## src/design/upsample_config.svh

```systemverilog
// ==================================================
// sizes for the feature-map upsampler
// include wherever a pixel, coordinate or address width is needed
// ==================================================
`ifndef UPSAMPLE_CONFIG_SVH
`define UPSAMPLE_CONFIG_SVH

// one single-channel pixel
`define UPS_PIXEL_W 8

// largest input frame is UPS_MAX_DIM x UPS_MAX_DIM
`define UPS_MAX_DIM 32

// holds a dimension 1 to 32, or an input coordinate
`define UPS_DIM_W 6

// output coordinate, up to 32 << 3
`define UPS_OUT_W 9

// frame buffer address over UPS_MAX_DIM * UPS_MAX_DIM
`define UPS_ADDR_W 10

// interpolation weight fraction, 256 is 1.0
`define UPS_FRAC_W 8

`endif

```

## src/design/upsample_pkg.sv

```systemverilog
// ==================================================
// types shared by the upsampler blocks
// referenced by scoped name, sizes come from the config header
// ==================================================
`include "upsample_config.svh"

package upsample_pkg;

    // ==================================================
    // plain vectors
    // ==================================================
    typedef logic [`UPS_PIXEL_W-1:0] pixel_t;
    typedef logic [`UPS_DIM_W-1:0]   dim_t;
    typedef logic [`UPS_OUT_W-1:0]   out_coord_t;
    typedef logic [`UPS_ADDR_W-1:0]  fb_addr_t;
    typedef logic [`UPS_FRAC_W-1:0]  frac_t;

    // log2 of the scale, 0..3 for 1x..8x
    typedef logic [1:0] scale_t;

    // ==================================================
    // grouped signals
    // ==================================================
    typedef struct packed {
        scale_t scale;
        logic   bilinear;
        dim_t   width;
        dim_t   height;
    } upsample_cfg_t;

    // four neighbours around one source position
    typedef struct packed {
        pixel_t tl;
        pixel_t tr;
        pixel_t bl;
        pixel_t br;
    } quad_t;

    typedef struct packed {
        dim_t  src_x;
        dim_t  src_y;
        frac_t frac_x;
        frac_t frac_y;
        logic  first;
        logic  eol;
    } sample_pos_t;

    // one output stream beat
    typedef struct packed {
        pixel_t pixel;
        logic   sof;
        logic   eol;
    } beat_t;

    typedef enum logic [2:0] {
        IDLE,
        LOAD,
        FETCH,
        BLEND,
        EMIT
    } ups_state_t;

endpackage

```

## src/design/raster_counter.sv

```systemverilog
// ==================================================
// input and output raster counters
// maps each output position to its source pixel and weight fractions
// ==================================================
`timescale 1ns/1ps
`include "upsample_config.svh"

module raster_counter (
    input  logic                        clk,
    input  logic                        rst_n,
    input  upsample_pkg::upsample_cfg_t cfg,
    input  logic                        in_step,
    input  logic                        out_step,
    input  logic                        start,
    output upsample_pkg::fb_addr_t      wr_addr,
    output logic                        last_in,
    output logic                        last_out,
    output upsample_pkg::sample_pos_t   sample_pos
);

    upsample_pkg::fb_addr_t     in_count;
    upsample_pkg::out_coord_t   out_x;
    upsample_pkg::out_coord_t   out_y;
    upsample_pkg::out_coord_t   out_w;
    upsample_pkg::out_coord_t   out_h;
    logic [`UPS_ADDR_W:0]       in_total;

    // (pos mod 2^s) * 256 / 2^s
    function automatic upsample_pkg::frac_t frac_of(upsample_pkg::out_coord_t pos,
                                                    upsample_pkg::scale_t s);
        upsample_pkg::out_coord_t low;
        low = pos & ((`UPS_OUT_W'(1) << s) - 1'b1);
        return upsample_pkg::frac_t'(low << (`UPS_FRAC_W - s));
    endfunction

    assign in_total = cfg.width * cfg.height;
    assign out_w    = upsample_pkg::out_coord_t'(cfg.width) << cfg.scale;
    assign out_h    = upsample_pkg::out_coord_t'(cfg.height) << cfg.scale;

    // the sof beat always lands at address 0
    assign wr_addr = start ? '0 : in_count;
    assign last_in = ({1'b0, wr_addr} == in_total - 1'b1);

    always_ff @(posedge clk or negedge rst_n) begin
        if (!rst_n) begin
            in_count <= '0;
        end else if (in_step) begin
            in_count <= wr_addr + 1'b1;
        end
    end

    // ==================================================
    // output raster
    // ==================================================
    always_ff @(posedge clk or negedge rst_n) begin
        if (!rst_n) begin
            out_x <= '0;
            out_y <= '0;
        end else if (start) begin
            out_x <= '0;
            out_y <= '0;
        end else if (out_step) begin
            if (out_x == out_w - 1'b1) begin
                out_x <= '0;
                out_y <= out_y + 1'b1;
            end else begin
                out_x <= out_x + 1'b1;
            end
        end
    end

    assign last_out = (out_x == out_w - 1'b1) && (out_y == out_h - 1'b1);

    assign sample_pos.src_x  = upsample_pkg::dim_t'(out_x >> cfg.scale);
    assign sample_pos.src_y  = upsample_pkg::dim_t'(out_y >> cfg.scale);
    assign sample_pos.frac_x = frac_of(out_x, cfg.scale);
    assign sample_pos.frac_y = frac_of(out_y, cfg.scale);
    assign sample_pos.first  = (out_x == '0) && (out_y == '0);
    assign sample_pos.eol    = (out_x == out_w - 1'b1);

    a_x_in_row: assert property (@(posedge clk) disable iff (!rst_n)
        out_step |-> out_x < out_w);

endmodule

```

## config.mk

```make
export PLATFORM = sky130hd
export DESIGN_NAME = raster_counter
export DESIGN_NICKNAME = d
export VERILOG_FILES = /design/src/design/upsample_pkg.sv /design/src/design/raster_counter.sv
export VERILOG_INCLUDE_DIRS = /design/src /design/src/design
export SDC_FILE = /design/constraint.sdc
export NUM_CORES = 1
export LEC_CHECK = 0
export BUFFER_PORTS_ARGS = -buffer_cell sky130_fd_sc_hd__buf_4
export CAP_MARGIN = 25
export CORE_UTILIZATION = 56
export CTS_CLUSTER_DIAMETER = 60
export DETAILED_ROUTE_END_ITERATION = 8
export GPL_TIMING_DRIVEN = 1
export PLACE_DENSITY_LB_ADDON = 0.2
export SLEW_MARGIN = 40
export SYNTH_ARGS = -nofsm -noshare
export SYNTH_HDL_FRONTEND = slang
export SYNTH_SLANG_ARGS = --single-unit
```

## constraint.sdc

```tcl
create_clock -name clk -period 6.6 [get_ports clk]
set_clock_uncertainty 0.1 [all_clocks]
set_input_delay 0.99 -clock clk [delete_from_list [all_inputs] [get_ports clk]]
set_output_delay 0.99 -clock clk [all_outputs]
set_load 0.005 [all_outputs]
```

== Word-level counts from Yosys, hierarchy flattened ==
Index checks and enable logic that the tools add are counted.

* Latch bits: 0
* Register bits: 28
* Input port bits: 20
* Memories kept: 0
* Word-level logic and storage cells: 38
* Memory bits (read-only): 0
* Output and inout bits: 42
* RAM bits: 0

* Multiply operators: 1
* Reductions and logical operators: 7
* Bitwise gates (word level): 2
* Divide/modulo/power cells: 0
* Shift-type cells: 7
* Multiplexer cells: 7
* Magnitude comparators: 0
* Equality and inequality tests: 3
* Add/subtract/negate cells: 8

{| class="wikitable"
|+ Operator list
! operator !! number
|-
| $shl A9 B32 Y8 || 2
|-
| $mux W9 || 6
|-
| $sub A9 B1 Y9 const B || 3
|-
| $add A9 B1 Y9 const B || 2
|-
| $and A9 B9 Y9 || 2
|-
| $eq A9 B9 Y1 || 2
|-
| $logic_not A9 Y1 || 2
|-
| $shl A6 B2 Y9 || 2
|-
| $shr A9 B2 Y6 || 2
|-
| $eq A10 B11 Y1 || 1
|-
| $mul A6 B6 Y11 || 1
|-
| $sub A11 B1 Y11 const B || 1
|-
| $add A10 B1 Y10 const B || 1
|-
| $mux W10 || 1
|-
| $shl A1 B2 Y9 const A || 1
|-
| $sub A4 B2 Y5 const A || 1
|-
| $reduce_bool A2 Y1 || 2
|-
| $logic_and A1 B1 Y1 || 2
|-
| $reduce_and A2 Y1 || 1
|}

== Logic depth before layout (Yosys ltp) ==
* Depth after elaboration: 6
* Gate-level depth with buffers: 17
* Depth with buffers taken out: 16

== Least setup slack after synthesis ==
No wires, ideal clock.

* Path type: in2out
* Start: input port cfg[8] (netlist bit)
* End: output port last_in
* Arrival time: 4.929 ns
* Path buffers: 1
* Path slack: 0.581 ns
* Stages on the path: 15
* Data required time: 5.510 ns
* Path through: clkbuf_1 > nand2_1 > fa_1 > fa_1 > fa_1 > inv_1 > fa_1 > ha_1 > inv_1 > xnor2_1 > xnor2_1 > nor2_1 > nand4_1 > or3_1 > a2111oi_0

* Cells in the longest elaborated chain, start to end: 3

{| class="wikitable"
|+ RTL lines
! item !! RTL line !! source
|-
| start: declaration || raster_counter.sv:11 || <nowiki>input upsample_pkg::upsample_cfg_t cfg,</nowiki>
|-
| $mul A6 B6 Y11 || raster_counter.sv:36 || <nowiki>assign in_total = cfg.width * cfg.height;</nowiki>
|-
| $sub A11 B1 Y11 || raster_counter.sv:42 || <nowiki>assign last_in = ({1'b0, wr_addr} == in_total - 1'b1);</nowiki>
|-
| $eq A10 B11 Y1 || raster_counter.sv:42 ||
|-
| end: declaration || raster_counter.sv:16 || <nowiki>output logic last_in,</nowiki>
|}

Every way passes these cells.

== Final worst setup path ==
Same ends and word-level chain as after synthesis.

==> flow_summary.json <==
{
  "status": "complete, no violations",
  "synth_edf_count": 0,
  "p_per_area_nw_per_um2": 174,
  "num-fill-cells": 703,
  "cap_violations": 0,
  "r2r_end": "out_y[7]$_DFFE_PN0P_",
  "drt_iter0_markers": 278,
  "ys_top_cells_by_area": "dfrtp_1 (15%), ha_1 (9.6%), fa_1 (7.9%)",
  "wl_met1_um": 4840,
  "cts.clk_slew.worst_paths_ns": 0.09,
  "relSlewSlack": 0.506,
  "grt_overflow_total": 0,
  "mostFrequentLayoutCell": "nand2_1",
  "timing.final.crit_share": 0.952,
  "cpPeakStageDelay_ns": 0.57,
  "clockBufferDepth": 2,
  "hpwl_um": 7960,
  "cts_root_buffer": "clkbuf_8",
  "n_antenna_cell": 0,
  "crit_slowest_cell": "fa_1",
  "drc": 0,
  "grt_pass1_vias": 3871,
  "synth_ff_type": "dfrtp_1",
  "min_to": "in_count[9]$_DFFE_PN0P_",
  "cts_resized": 0,
  "wl_per_cell_um": 16.0,
  "worstPathArrival_ns": 5.19,
  "met2_length_um": 5180,
  "crit_required_ns": 5.51,
  "async_flop_share": 1.00,
  "r2r_cells": 7,
  "multi_input_area_sq_um": 3490,
  "dpl_cell_area_sq_um": 4870,
  "core_sq_um": 7810,
  "drtPass1Iterations": 5,
  "worstMarginPinSlew_ns": 0.722,
  "ir_drop_uv": 143,
  "htreeDepth": 1,
  "path_max_fanout": 15,
  "rsz0062_at_grt": "false",
  "drive_above_1_share": 0.160,
  "path_class": "input pin to output port",
  "cts_sinks": 28,
  "viasPerCell": 6.14,
  "crit_buf_inv": 4,
  "fp-row-count": 32,
  "worstPathCellList": "buf_4 -> nand2_1 -> fa_1 -> fa_1 -> fa_1 -> inv_1 -> fa_1 -> ha_1 -> inv_1 -> xnor2_1 -> xnor2_1 -> nor2_1 -> nand4_1 -> or3_1 -> a2111oi_0 -> buf_4",
  "syn-mean-instance-area_sq_um": 8.21,
  "hold_start": "in_count[9]$_DFFE_PN0P_",
  "place.gp.congestion": 0.846,
  "netlist.area_leader.share": 0.153,
  "cp_top_family": "adder cells",
  "synth_top_area_cell": "dfrtp_1",
  "finalCoreUtilization": 0.633,
  "cts_buffers": 3,
  "ios": 62,
  "die-height_um": 92.3,
  "synth_cell_type_count": 64,
  "io_buffers": 52,
  "cts_tree": "built",
  "synth_area_sq_um": 4570,
  "fin_tns_setup_ns": 0,
  "leakage_nw": 2.20,
  "path_common_cell": "fa_1",
  "timing.final.max_slew_violations": 0,
  "grt_usage": 0.261,
  "yosys_warnings": 0,
  "ys_ff_latch": 28,
  "max_freq_mhz": 159,
  "wl_met3_um": 631,
  "finalHoldViolCount": 0,
  "topRoutingLayerUsed": "met4",
  "finalSetupViolCount": 0,
  "r2r-start": "out_x[4]$_DFFE_PN0P_",
  "fin_area_sq_um": 4940,
  "syn_to_final_growth_pct": 8.27,
  "synth_seq_area_share": 0.153,
  "hold_class": "register to register",
  "final_cell_mix": "nand2_1 (60), buf_4 (52), inv_1 (43)",
  "fin_crit_ns": 6.28,
  "initial_utilization": 0.585,
  "post_cts_buffers": 0,
  "critPathCaptureType": "output port",
  "vias": 4117,
  "regArea_sq_um": 701,
  "clk_latency_ns": 0.28,
  "netlist_instances": 556,
  "grt_pass1_wl_um": 18300,
  "startpoint_type": "input pin",
  "hold_buffers": 0,
  "grt_max_degree": 47,
  "design.die.area_sq_um": 8520,
  "whs_path_depth": 2,
  "nets": 643,
  "antenna_found_initial": 0,
  "antenna_left": 0,
  "r2r_slack_ns": 3.76,
  "fp.dieW_um": 92.3,
  "wl_um": 10700
}
synthesized netlist by cell type (all sizes together), types with 2 or more instances:
| cell type | number |
|---|---|
| nand3 | 14 |
| mux2 | 11 |
| ha | 35 |
| a311oi | 3 |
| nor2b | 10 |
| a31oi | 4 |
| nor4b | 4 |
| or3 | 9 |
| a21oi | 26 |
| and3 | 7 |
| nor3 | 11 |
| o221ai | 2 |
| o22ai | 7 |
| mux4 | 15 |
| xnor2 | 32 |
| o32ai | 4 |
| and4 | 2 |
| buf | 19 |
| o31ai | 4 |
| o2111ai | 2 |
| o21a | 2 |
| clkbuf | 31 |
| o211ai | 5 |
| and2 | 10 |
| nor3b | 4 |
| or2 | 4 |
| o2111a | 2 |
| o21ai | 20 |
| nor2 | 38 |
| nand2 | 60 |
| dfrtp | 28 |
| nand4 | 11 |
| nor4 | 4 |
| xor2 | 16 |
| o2bb2ai | 2 |
| fa | 18 |
| inv | 44 |
| a21o | 5 |
| a2111oi | 4 |
| a211oi | 2 |
| mux2i | 9 |
| nand2b | 3 |
through the flow:
step | std cells | setup slack, ns | total power [mW] | hold slack [ns]
2_1_floorplan | 563 | 0.581 | 0.617 | 0.427
3_3_place_gp | 667 | 0.403 | 0.707 | 0.450
3_5_place_dp | 667 | 0.322 | 0.723 | 0.468
4_1_cts | 671 | 0.292 | 0.866 | 0.489
5_1_grt | 671 | 0.0792 | 0.937 | 0.516
6_report | 671 | 0.315 | 0.860 | 0.487
where the power goes:
group          internal [mW]  total [mW]  switching, mW  leakage [nW]
sequential             0.180       0.197         0.0171         0.382
clock                 0.0813       0.138         0.0571        0.0357
combinational          0.246       0.524          0.277          1.78
layout make-up:
cell class,instances,share of cell area
flip-flops and latches,28,0.142
multi-input cells,441,0.706
well taps,102,0.0258
clock buffers,3,0.00835
clock inverters,1,0.00607
inverters,44,0.0334
repair buffers,52,0.0789
flip-flops by register name (all words and copies together) (netlist names):
register	cells
out_x	9
in_count	10
out_y	9
cells by family (layout without fill, tap and decap cells):
logic type                 Yosys count  in the layout  synth area share
DFF                                 28             28             0.153
buffers and inverters               94            100            0.0882
AOI/OAI and AO/OA                  102            102             0.153
and+or+nand+nor                    195            195             0.213
muxes                               35             35             0.124
other                                1              8          0.000821
adders and majority gates           53             53             0.175
xor gates and xnor gates            48             48            0.0937
how the worst max path moves through the flow:
| stage | cells past startpoint | startpoint | endpoint | slack (ns) |
|---|---|---|---|---|
| 2_1_floorplan | 15 | cfg[8] | last_in | 0.58 |
| 3_3_place_gp | 16 | cfg[8] | last_in | 0.40 |
| 3_5_place_dp | 16 | cfg[8] | last_in | 0.32 |
| 4_1_cts | 16 | cfg[8] | last_in | 0.29 |
| 5_1_grt | 16 | cfg[8] | last_in | 0.08 |
| 6_report | 16 | cfg[8] | last_in | 0.32 |
worst register-to-register path, delay by kind of cell, from the launching register on:
family / cells / cell delay, ns
compound gates: 4 / 1.14
xor+xnor: 1 / 0.18
simple gates: 2 / 0.83
flops: 1 / 0.54
routing by layer:
metal / vias up / GRT usage
li1: 1963 / -
met2: 152 / 0.441
met3: 11 / 0.00821
met4: 0 / 0.0417
met1: 1991 / 0.380
met5: - / 0
Note: power is estimated with default switching activity, not from simulation.
