### config.mk
export PLATFORM = sky130hd
export DESIGN_NAME = upsample_fsm
export DESIGN_NICKNAME = d
export VERILOG_FILES = /design/src/design/upsample_pkg.sv /design/src/design/upsample_fsm.sv
export VERILOG_INCLUDE_DIRS = /design/src /design/src/design
export SDC_FILE = /design/constraint.sdc
export NUM_CORES = 1
export LEC_CHECK = 0
export BUFFER_PORTS_ARGS = -buffer_cell sky130_fd_sc_hd__buf_2
export CORE_AREA = 2 2 39 41
export CTS_CLUSTER_DIAMETER = 200
export DETAILED_ROUTE_END_ITERATION = 10
export DIE_AREA = 0 0 41 43
export PLACE_DENSITY = 0.39
export RECOVER_POWER = 50
export SLEW_MARGIN = 30
export SYNTH_ARGS = -nofsm -noshare
export SYNTH_HDL_FRONTEND = slang
export SYNTH_SLANG_ARGS = --single-unit
### constraint.sdc
create_clock -name clk -period 1.45 [get_ports clk]
set_clock_uncertainty 0.15 [all_clocks]
set_input_delay 0.145 -clock clk [delete_from_list [all_inputs] [get_ports clk]]
set_output_delay 0.145 -clock clk [all_outputs]
set_load 0.01 [all_outputs]
### src/design/upsample_config.svh
// ==================================================
// sizes for the feature-map upsampler
// include wherever a pixel, coordinate or address width is needed
// ==================================================
`ifndef UPSAMPLE_CONFIG_SVH
`define UPSAMPLE_CONFIG_SVH

// one single-channel pixel
`define UPS_PIXEL_W 8

// largest input frame is UPS_MAX_DIM x UPS_MAX_DIM
`define UPS_MAX_DIM 32

// holds a dimension 1 to 32, or an input coordinate
`define UPS_DIM_W 6

// output coordinate, up to 32 << 3
`define UPS_OUT_W 9

// frame buffer address over UPS_MAX_DIM * UPS_MAX_DIM
`define UPS_ADDR_W 10

// interpolation weight fraction, 256 is 1.0
`define UPS_FRAC_W 8

`endif

### src/design/upsample_pkg.sv
// ==================================================
// types shared by the upsampler blocks
// referenced by scoped name, sizes come from the config header
// ==================================================
`include "upsample_config.svh"

package upsample_pkg;

    // ==================================================
    // plain vectors
    // ==================================================
    typedef logic [`UPS_PIXEL_W-1:0] pixel_t;
    typedef logic [`UPS_DIM_W-1:0]   dim_t;
    typedef logic [`UPS_OUT_W-1:0]   out_coord_t;
    typedef logic [`UPS_ADDR_W-1:0]  fb_addr_t;
    typedef logic [`UPS_FRAC_W-1:0]  frac_t;

    // log2 of the scale, 0..3 for 1x..8x
    typedef logic [1:0] scale_t;

    // ==================================================
    // grouped signals
    // ==================================================
    typedef struct packed {
        scale_t scale;
        logic   bilinear;
        dim_t   width;
        dim_t   height;
    } upsample_cfg_t;

    // four neighbours around one source position
    typedef struct packed {
        pixel_t tl;
        pixel_t tr;
        pixel_t bl;
        pixel_t br;
    } quad_t;

    typedef struct packed {
        dim_t  src_x;
        dim_t  src_y;
        frac_t frac_x;
        frac_t frac_y;
        logic  first;
        logic  eol;
    } sample_pos_t;

    // one output stream beat
    typedef struct packed {
        pixel_t pixel;
        logic   sof;
        logic   eol;
    } beat_t;

    typedef enum logic [2:0] {
        IDLE,
        LOAD,
        FETCH,
        BLEND,
        EMIT
    } ups_state_t;

endpackage

### src/design/upsample_fsm.sv
// ==================================================
// frame sequencing for the upsampler
// loads a frame, then fetches, blends and emits one output pixel at a time
// ==================================================
`timescale 1ns/1ps

module upsample_fsm (
    input  logic clk,
    input  logic rst_n,
    input  logic in_valid,
    input  logic in_sof,
    input  logic last_in,
    input  logic last_out,
    input  logic out_ready,
    output logic in_ready,
    output logic in_step,
    output logic wr_en,
    output logic rd_en,
    output logic blend_en,
    output logic out_step,
    output logic out_valid,
    output logic cfg_load
);

    upsample_pkg::ups_state_t state_q;
    upsample_pkg::ups_state_t state_d;

    always_ff @(posedge clk or negedge rst_n) begin
        if (!rst_n) begin
            state_q <= upsample_pkg::IDLE;
        end else begin
            state_q <= state_d;
        end
    end

    // ==================================================
    // next state and strobes
    // ==================================================
    always_comb begin
        state_d   = state_q;
        in_ready  = 1'b0;
        in_step   = 1'b0;
        wr_en     = 1'b0;
        rd_en     = 1'b0;
        blend_en  = 1'b0;
        out_step  = 1'b0;
        out_valid = 1'b0;
        cfg_load  = 1'b0;
        case (state_q)
            upsample_pkg::IDLE: begin
                in_ready = 1'b1;
                // beats without sof are taken and dropped here
                if (in_valid && in_sof) begin
                    cfg_load = 1'b1;
                    in_step  = 1'b1;
                    wr_en    = 1'b1;
                    state_d  = last_in ? upsample_pkg::FETCH : upsample_pkg::LOAD;
                end
            end
            upsample_pkg::LOAD: begin
                in_ready = 1'b1;
                if (in_valid) begin
                    in_step = 1'b1;
                    wr_en   = 1'b1;
                    if (last_in) begin
                        state_d = upsample_pkg::FETCH;
                    end
                end
            end
            upsample_pkg::FETCH: begin
                rd_en   = 1'b1;
                state_d = upsample_pkg::BLEND;
            end
            upsample_pkg::BLEND: begin
                blend_en = 1'b1;
                state_d  = upsample_pkg::EMIT;
            end
            upsample_pkg::EMIT: begin
                out_valid = 1'b1;
                if (out_ready) begin
                    out_step = 1'b1;
                    state_d  = last_out ? upsample_pkg::IDLE : upsample_pkg::FETCH;
                end
            end
            default: begin
                state_d = upsample_pkg::IDLE;
            end
        endcase
    end

endmodule

# Yosys cells after proc, flatten, opt, wreduce, memory -nomap -nowiden
# Cells that the tools add are included.
# word_totals
register_bits	3
inputBits	7
out_inout_bits	8
wordCells	30
# classes
eq_ne	8
muxes	17
n_reduce_logical	4
# ops
operator	count
case mux 3 bit (5 select lines)	1
two-way mux 3 bit	4
two-way mux 1 bit	9
inequality test 2 bit, second input constant	4
== test 3 x 2 -> 1 bit, second input constant	2
two-way mux 2 bit	2
AND reduction 4 bit	1
== test 3 x 1 -> 1 bit, second input constant	1
== test 3 bit, second input constant	1
zero test 3 bit	1
case mux 1 bit (2 select lines)	1
OR reduction 2 bit	1
logical AND 1 bit	1

# Depth between registers and ports, before layout
# Gate-level depths: netlist of the first run.
# logic_depth
depth_word	3
ltp_mapped	4
depth_no_buf	3

# Least setup slack after synthesis of the first run
# OpenSTA, ideal clock, no wires.
# synth_timing
path_kind	flip-flop to output port
from	reg state_q[2]
to	out wr_en
t_arrival_ns	1.127
required_ns	1.155
slack_ns	0.028
path_stages_with_launch	5
n_path_buf	1
cell_sequence	dfrtp_1 nor2_2 nand2_1 nor2_1 buf_4
# synth_via
elab_chain_len	2
elab_cells_between_ends	3
cone_classes	1 x eq/ne; 1 x mux; 1 x reduce/logical
# synth_rtl
element	line	text
from (decl)	upsample_fsm.sv:25	upsample_pkg::ups_state_t state_q;
from (signal assigned)	upsample_fsm.sv:30	state_q <= upsample_pkg::IDLE;
from (signal assigned)	upsample_fsm.sv:32	state_q <= state_d;
== test 3 x 1 -> 1 bit / zero test 3 bit (equally long branches)	--	
case mux 1 bit (2 select lines) *	--	
to (decl)	upsample_fsm.sv:17	output logic wr_en,
# Mark *: on every way between the ends. The rest lies on a longest branch, timed or not.

# Worst setup path in the final report of the first run
# layout_timing
from	reg state_q[2]
to	out blend_en
# layout_via
elab_chain_len	2
# layout_rtl
element	line	text
== test 3 x 2 -> 1 bit	upsample_fsm.sv:49	case (state_q)
two-way mux 1 bit	upsample_fsm.sv:49	
to (decl)	upsample_fsm.sv:19	output logic blend_en,
# Every way passes these cells.

==> results of run 1 <==
[repair_timing]
action                                  in CTS  in global routing
hold buffers                                 1                  0
hold endpoints to repair                     3                  0
endpoints found under the setup margin       5                  7
gates resized for setup                      6                  8
pin swaps                                    6                  2
buffers inserted                             5                  1
[how the worst min path moves through the flow]
stage	cells past startpoint	to	slack, ns	startpoint
2_1_floorplan	0	state_q[0]$_DFFE_PN0P_	-0.30	rst_n
3_3_place_gp	1	state_q[2]$_DFFE_PN0P_	-0.21	rst_n
3_5_place_dp	1	state_q[2]$_DFFE_PN0P_	-0.21	rst_n
4_1_cts	3	state_q[1]$_DFFE_PN0P_	0.05	in_valid
5_1_grt	3	state_q[1]$_DFFE_PN0P_	0.07	in_valid
6_report	3	state_q[1]$_DFFE_PN0P_	0.06	in_valid
[report_power, final]
| part | internal [mW] | switching (mW) |
|---|---|---|
| Clock | 0.103 | 0.0474 |
| Sequential | 0.128 | 0.0903 |
| Combinational | 0.335 | 0.221 |
| Total | 0.566 | 0.359 |
[worst max-delay path, stage by stage (launching register included)]
cell	delay (ns)
dfrtp_2	0.44
buf_4	0.15
and3b_1	0.21
buf_2	0.13
[placed cells by master, fill, tap and decap left out]
cell type      instances
a211o_1                1
a211oi_1               1
a211oi_2               1
a21oi_1                2
and2_4                 1
and3b_1                1
buf_2                 11
buf_4                  6
buf_6                  3
clkbuf_1               2
clkbuf_4               3
dfrtp_2                3
dlygate4sd3_1          1
mux2_2                 1
nand2_1                1
nand2_2                1
nand2b_1               1
nand2b_4               1
nor2_1                 1
nor2_2                 1
nor2_4                 2
nor3_1                 1
nor3b_2                2
nor4b_2                1
or2_0                  1
or2_1                  1
[metal layers]
layer / GRT usage / vias up
met1: 0.129 / 125
met2: 0.128 / 13
met5: 0 / -
met4: 0.100 / 0
met3: 0.0157 / 4
li1: - / 143
[synth_stat cells]
cell | number | area share
a211oi_1 | 1 | 0.030
or2_1 | 1 | 0.025
a211o_1 | 1 | 0.035
dfrtp_1 | 3 | 0.30
buf_4 | 1 | 0.030
and3b_1 | 1 | 0.035
nor4b_2 | 1 | 0.060
nor2_2 | 1 | 0.025
nand2_1 | 2 | 0.030
and2_1 | 1 | 0.025
or2_0 | 1 | 0.025
nor3b_1 | 1 | 0.030
a21oi_1 | 2 | 0.040
nand2b_1 | 2 | 0.050
mux2_2 | 1 | 0.045
nor3_1 | 1 | 0.020
nor3b_2 | 1 | 0.050
nor2_1 | 3 | 0.045
buf_6 | 1 | 0.045
a211oi_2 | 1 | 0.050
[through the flow]
step                instances  setup TNS, ns  instance area, sq um  hold slack [ns]
floorplan                  27              0                   249           -0.301
global placement           56              0                   328           -0.207
detailed placement         56              0                   328           -0.207
CTS                        66        -0.0885                   420           0.0521
global route               67         -0.312                   460           0.0656
finish                     67        -0.0260                   460           0.0621
[logic make-up (layout without fill, tap and decap cells)]
family / Yosys count / in the layout / synth area share
flip-flops: 3 / 3 / 0.301
AO/OA/AOI/OAI: 5 / 5 / 0.156
buffers and inverters: 2 / 26 / 0.0754
AND/OR/NAND/NOR: 16 / 16 / 0.422
multiplexers: 1 / 1 / 0.0452
[cell type report]
cell class              count  area, sq um
multi-input cells          22          188
repair buffers             22          148
fillers                   155          923
clock buffers               4         26.3
flip-flops and latches      3         78.8
well taps                  16         20.0
==> impl_metrics.tcl, run 1 <==
set metrics [dict create \
    drv_cap 0 \
    die_w_um 41 \
    dp_slack_ns 0.0628 \
    gp_congestion 0.627 \
    fin_crit_ns 1.46 \
    grt_pass1_vias 259 \
    tightest_slew_ns 0.330 \
    reg2reg_depth 4 \
    cts-htree-levels 1 \
    ys_seq_area_frac 0.302 \
    maxSlewViolCount 0 \
    setup_viol 3 \
    die_h_um 43 \
    reg.largest.list "state_q: 3 flops" \
    crit_start "state_q[2]$_DFFE_PN0P_" \
    irDropWorstVdd_mv 0.511 \
    regMostFlops "state_q" \
    rows 14 \
    crit_end "blend_en" \
    reg2reg_setup_slack_ns 0.06 \
    largest_reg_flops 3 \
    outcome "finished with violations" \
    hold_class "in -> reg" \
    core_sq_mm 0.00138 \
    syn_area_sq_um 249 \
    grt_overflow 0 \
    design.die.area_sq_mm 0.00176 \
    grt_usage 0.0995 \
    drc 0 \
    power.leakage_nw 0.216 \
    worst_setup_path_end_kind "primary output" \
    clkTransAtPathRegs_ns 0.04 \
    hold_violations 0 \
    synthCells 27 \
    cp.arrival_ns 1.17 \
    slew_headroom 0.778 \
    cp_max_fo 5 \
    r2r-start "state_q[1]$_DFFE_PN0P_" \
    initial_core_util 0.180 \
    finalNetCount 59 \
    io_pins 15 \
    violations "negative setup slack" \
    synth_fp_nets 34 \
    cts_tree "yes" \
    cts-root-buf "clkbuf_4" \
    finalCritPeriodShare 1.01 \
    max_freq_mhz 684 \
    drt_iter0_markers 3 \
    firstDrtPassIters 2 \
    area_delta_synth_final_pct 84.9 \
    diodes 0 \
    cts_buffer_depth 2 \
    yosysUniqueCellTypes 20 \
    layout-drive-gt1-share 0.725 \
    startpoint_type "flop" \
    yosys_warnings 0 \
    io_buffers 14 \
    met1_length_um 287 \
    cts.sinks 3 \
    grt_max_degree 12 \
    cts_buffers 3 \
    dr_wl_met2_um 331 \
    ys_ff_latch 3 \
    r2r_end "state_q[1]$_DFFE_PN0P_" \
    fin_ws_ns -0.0126 \
    synth_area_per_cell_sq_um 9.22 \
    rsz0062_at_grt "true" \
    dp_hpwl_um 447 \
    finalPower_uw 925 \
    grt_pass1_wl_um 1110 \
    top_layer "met4" \
    grt_antenna_before_repair 0 \
    vias 285 \
    antenna_left 0 \
    wl_met3_um 49 \
    powerDensity_mw_per_mm2 2010 \
    wl_per_cell_um 10.4 \
    final_core_util 0.333 \
    path_class "reg -> out" \
    crit_required_ns 1.15 \
    clock_latency_ns 0.24 \
    via_per_inst 4.25 \
    route.final.wire_length_um 696 \
]
(Power assumes the default switching activity.)
==> run 2: changes to the inputs <==
Settings changed: GPL_TIMING_DRIVEN set to 0, PLACE_DENSITY 0.39 to 0.41.
Clock period 1.45 ns to 1.2 ns, I/O delays scaled along.
==> run 2 against run 1 <==
  * The flow still finishes with violations (negative setup slack)
  * Die area stayed put
  * Critical path depth is 1 higher
  * Highest routed layer unchanged
  * First-iteration DRC count decreased by 100%
  * Hold slack worse by 0.025 ns
  * Via count is 7.4% higher
  * Setup slack got worse by 0.25 ns
  * Global-route usage up 1.9 points
  * Sequential cell count stayed put
  * Total power is 53% higher
  * Sequential share of layout area is 3.3 points lower
  * Register-to-register slack worse by 0.26 ns
  * Clock power rose by 21%
==> impl_metrics.tcl, run 2 (synthesis results as in run 1) <==
set metrics [dict create \
    grt_max_degree 7 \
    r2r-start "state_q[0]$_DFFE_PN0P_" \
    grt_usage 0.119 \
    p_switching_uw 547 \
    firstDrtPassIters 1 \
    tns_ns -2.08 \
    io_buffers 14 \
    fin_crit_ns 1.46 \
    cts_tree "yes" \
    irDropWorstVdd_mv 0.865 \
    rsz0062_at_grt "true" \
    dp_hpwl_um 477 \
    place_area_sq_um 390 \
    outcome "finished with violations" \
    crit_required_ns 0.93 \
    rows 14 \
    reg.largest.list "state_q: 3 flops" \
    drv_cap 0 \
    wl_per_cell_um 11.1 \
    grt_pass1_vias 326 \
    diodes 0 \
    hold_violations 0 \
    antenna_left 0 \
    violations "negative setup slack" \
    slew_headroom 0.869 \
    grt_overflow 0 \
    drt_iter0_markers 0 \
    final-seq-area_sq_um 77.6 \
    pwr-share-clk 0.128 \
    multiInputGateArea_sq_um 239 \
    cts-root-buf "clkbuf_4" \
    p_sw_frac 0.386 \
    reg2reg_setup_slack_ns -0.20 \
    r2r_end "state_q[1]$_DFFE_PN0P_" \
    powerDensity_mw_per_mm2 2520 \
    clkTransAtPathRegs_ns 0.04 \
    clock_latency_ns 0.24 \
    critPathSlowestCell "dfrtp_2" \
    regMostFlops "state_q" \
    drc 0 \
    cts_buffers 3 \
    grt_antenna_before_repair 0 \
    dp_slack_ns -0.135 \
    cts-htree-levels 1 \
    finalNetCount 62 \
    fill_cells 144 \
    vias 306 \
    cp.arrival_ns 1.19 \
    cts.sinks 3 \
    path_buf_inv 1 \
    max_freq_mhz 685 \
    via_per_inst 4.37 \
    hold_ws_ns 0.0374 \
    die_h_um 43 \
    largest_reg_flops 3 \
    grt_pass1_wl_um 1350 \
    finalCritPeriodShare 1.22 \
    cp.depth 4 \
    initial_core_util 0.180 \
    crit_start "state_q[2]$_DFFE_PN0P_" \
    cp_max_fo 3 \
    critPathTopFamily "flip-flops" \
    hold_class "in -> reg" \
    max_stage_delay_ns 0.44 \
    combPwrFrac 0.715 \
    tightest_slew_ns 0.196 \
    path_class "reg -> out" \
    cts_buffer_depth 2 \
    finalInstanceArea_sq_um 563 \
    power.leakage_nw 0.253 \
    core_sq_mm 0.00138 \
    area_delta_synth_final_pct 126 \
    intPower_uw 870 \
    final_cell_mix "buf_2 (10), buf_6 (7), buf_4 (5)" \
    route.final.wire_length_um 777 \
    final_common_cell "buf_2" \
    io_pins 15 \
    startpoint_type "flop" \
    worst_setup_path_end_kind "primary output" \
    design.die.area_sq_mm 0.00176 \
    die_w_um 41 \
    path_cells "nor2_4 -> nand2_4 -> nor3b_2 -> buf_2" \
    gp_congestion 0.674 \
    reg2reg_depth 5 \
    seq_power_share 0.156 \
    fin_ws_ns -0.260 \
    maxSlewViolCount 0 \
    layout-drive-gt1-share 0.833 \
    setup_viol 11 \
    crit_end "cfg_load" \
]
-- run 2: cell types whose count changed in the layout (fill, tap and decap cells not counted), sizes merged --
cell | before | now
buf | 20 | 23
-- run 2: worst register-to-register path: cells and delay by family, from the launching register on --
family                 cells  cell delay (ns)
AO/OA/AOI/OAI              2             0.27
buffers and inverters      2             0.25
flip-flops                 1             0.39
AND/OR/NAND/NOR            1             0.22
-- run 2: final cells by class --
class / count / area share
tap: 16 / 0.0356
timing repair buffer: 23 / 0.316
sequential: 3 / 0.138
buffer: 2 / 0.0400
multi-input combinational: 22 / 0.424
clock buffer: 4 / 0.0467
-- run 2: per-layer routing --
layer	GRT usage	up-vias	wire length (um)
met2	0.169	12	385
li1	-	149	-
met5	0	-	0
met4	0.100	0	22
met1	0.139	143	313
met3	0.0314	2	56
-- run 2: stage by stage --
| step | instances | utilization | total power [mW] |
|---|---|---|---|
| floorplan | 27 | - | 0.676 |
| global placement | 57 | 0.282 | 0.823 |
| detailed placement | 57 | 0.282 | 0.830 |
| CTS | 69 | 0.394 | 1.35 |
| global route | 70 | 0.407 | 1.52 |
| finish | 70 | 0.407 | 1.42 |
-- run 2: how the worst min path moves through the flow --
stage	startpoint	endpoint	cells past startpoint
CTS	in_valid	state_q[1]$_DFFE_PN0P_	3
finish	last_in	state_q[0]$_DFFE_PN0P_	3
floorplan	rst_n	state_q[0]$_DFFE_PN0P_	0
detailed placement	rst_n	state_q[0]$_DFFE_PN0P_	1
global placement	rst_n	state_q[2]$_DFFE_PN0P_	1
global route	last_in	state_q[0]$_DFFE_PN0P_	3
-- run 2: power groups by stage --
stage                     combinational (mW)  clock (mW)  sequential (mW)
final                                   1.01       0.182            0.222
after global routing                    1.09       0.201            0.227
after CTS                              0.942       0.188            0.221
after detailed placement               0.590           0            0.240
after global placement                 0.585           0            0.238
after floorplan                        0.456           0            0.219
-- run 2: what timing repair did --
item | 4_1_cts | 5_1_grt
gates cloned | 1 | 0
resized for setup | 13 | 3
endpoints found under the hold margin | 3 | 0
pin swaps | 6 | 1
hold buffers | 1 | 0
setup buffers | 6 | 1
setup endpoints to repair | 11 | 11
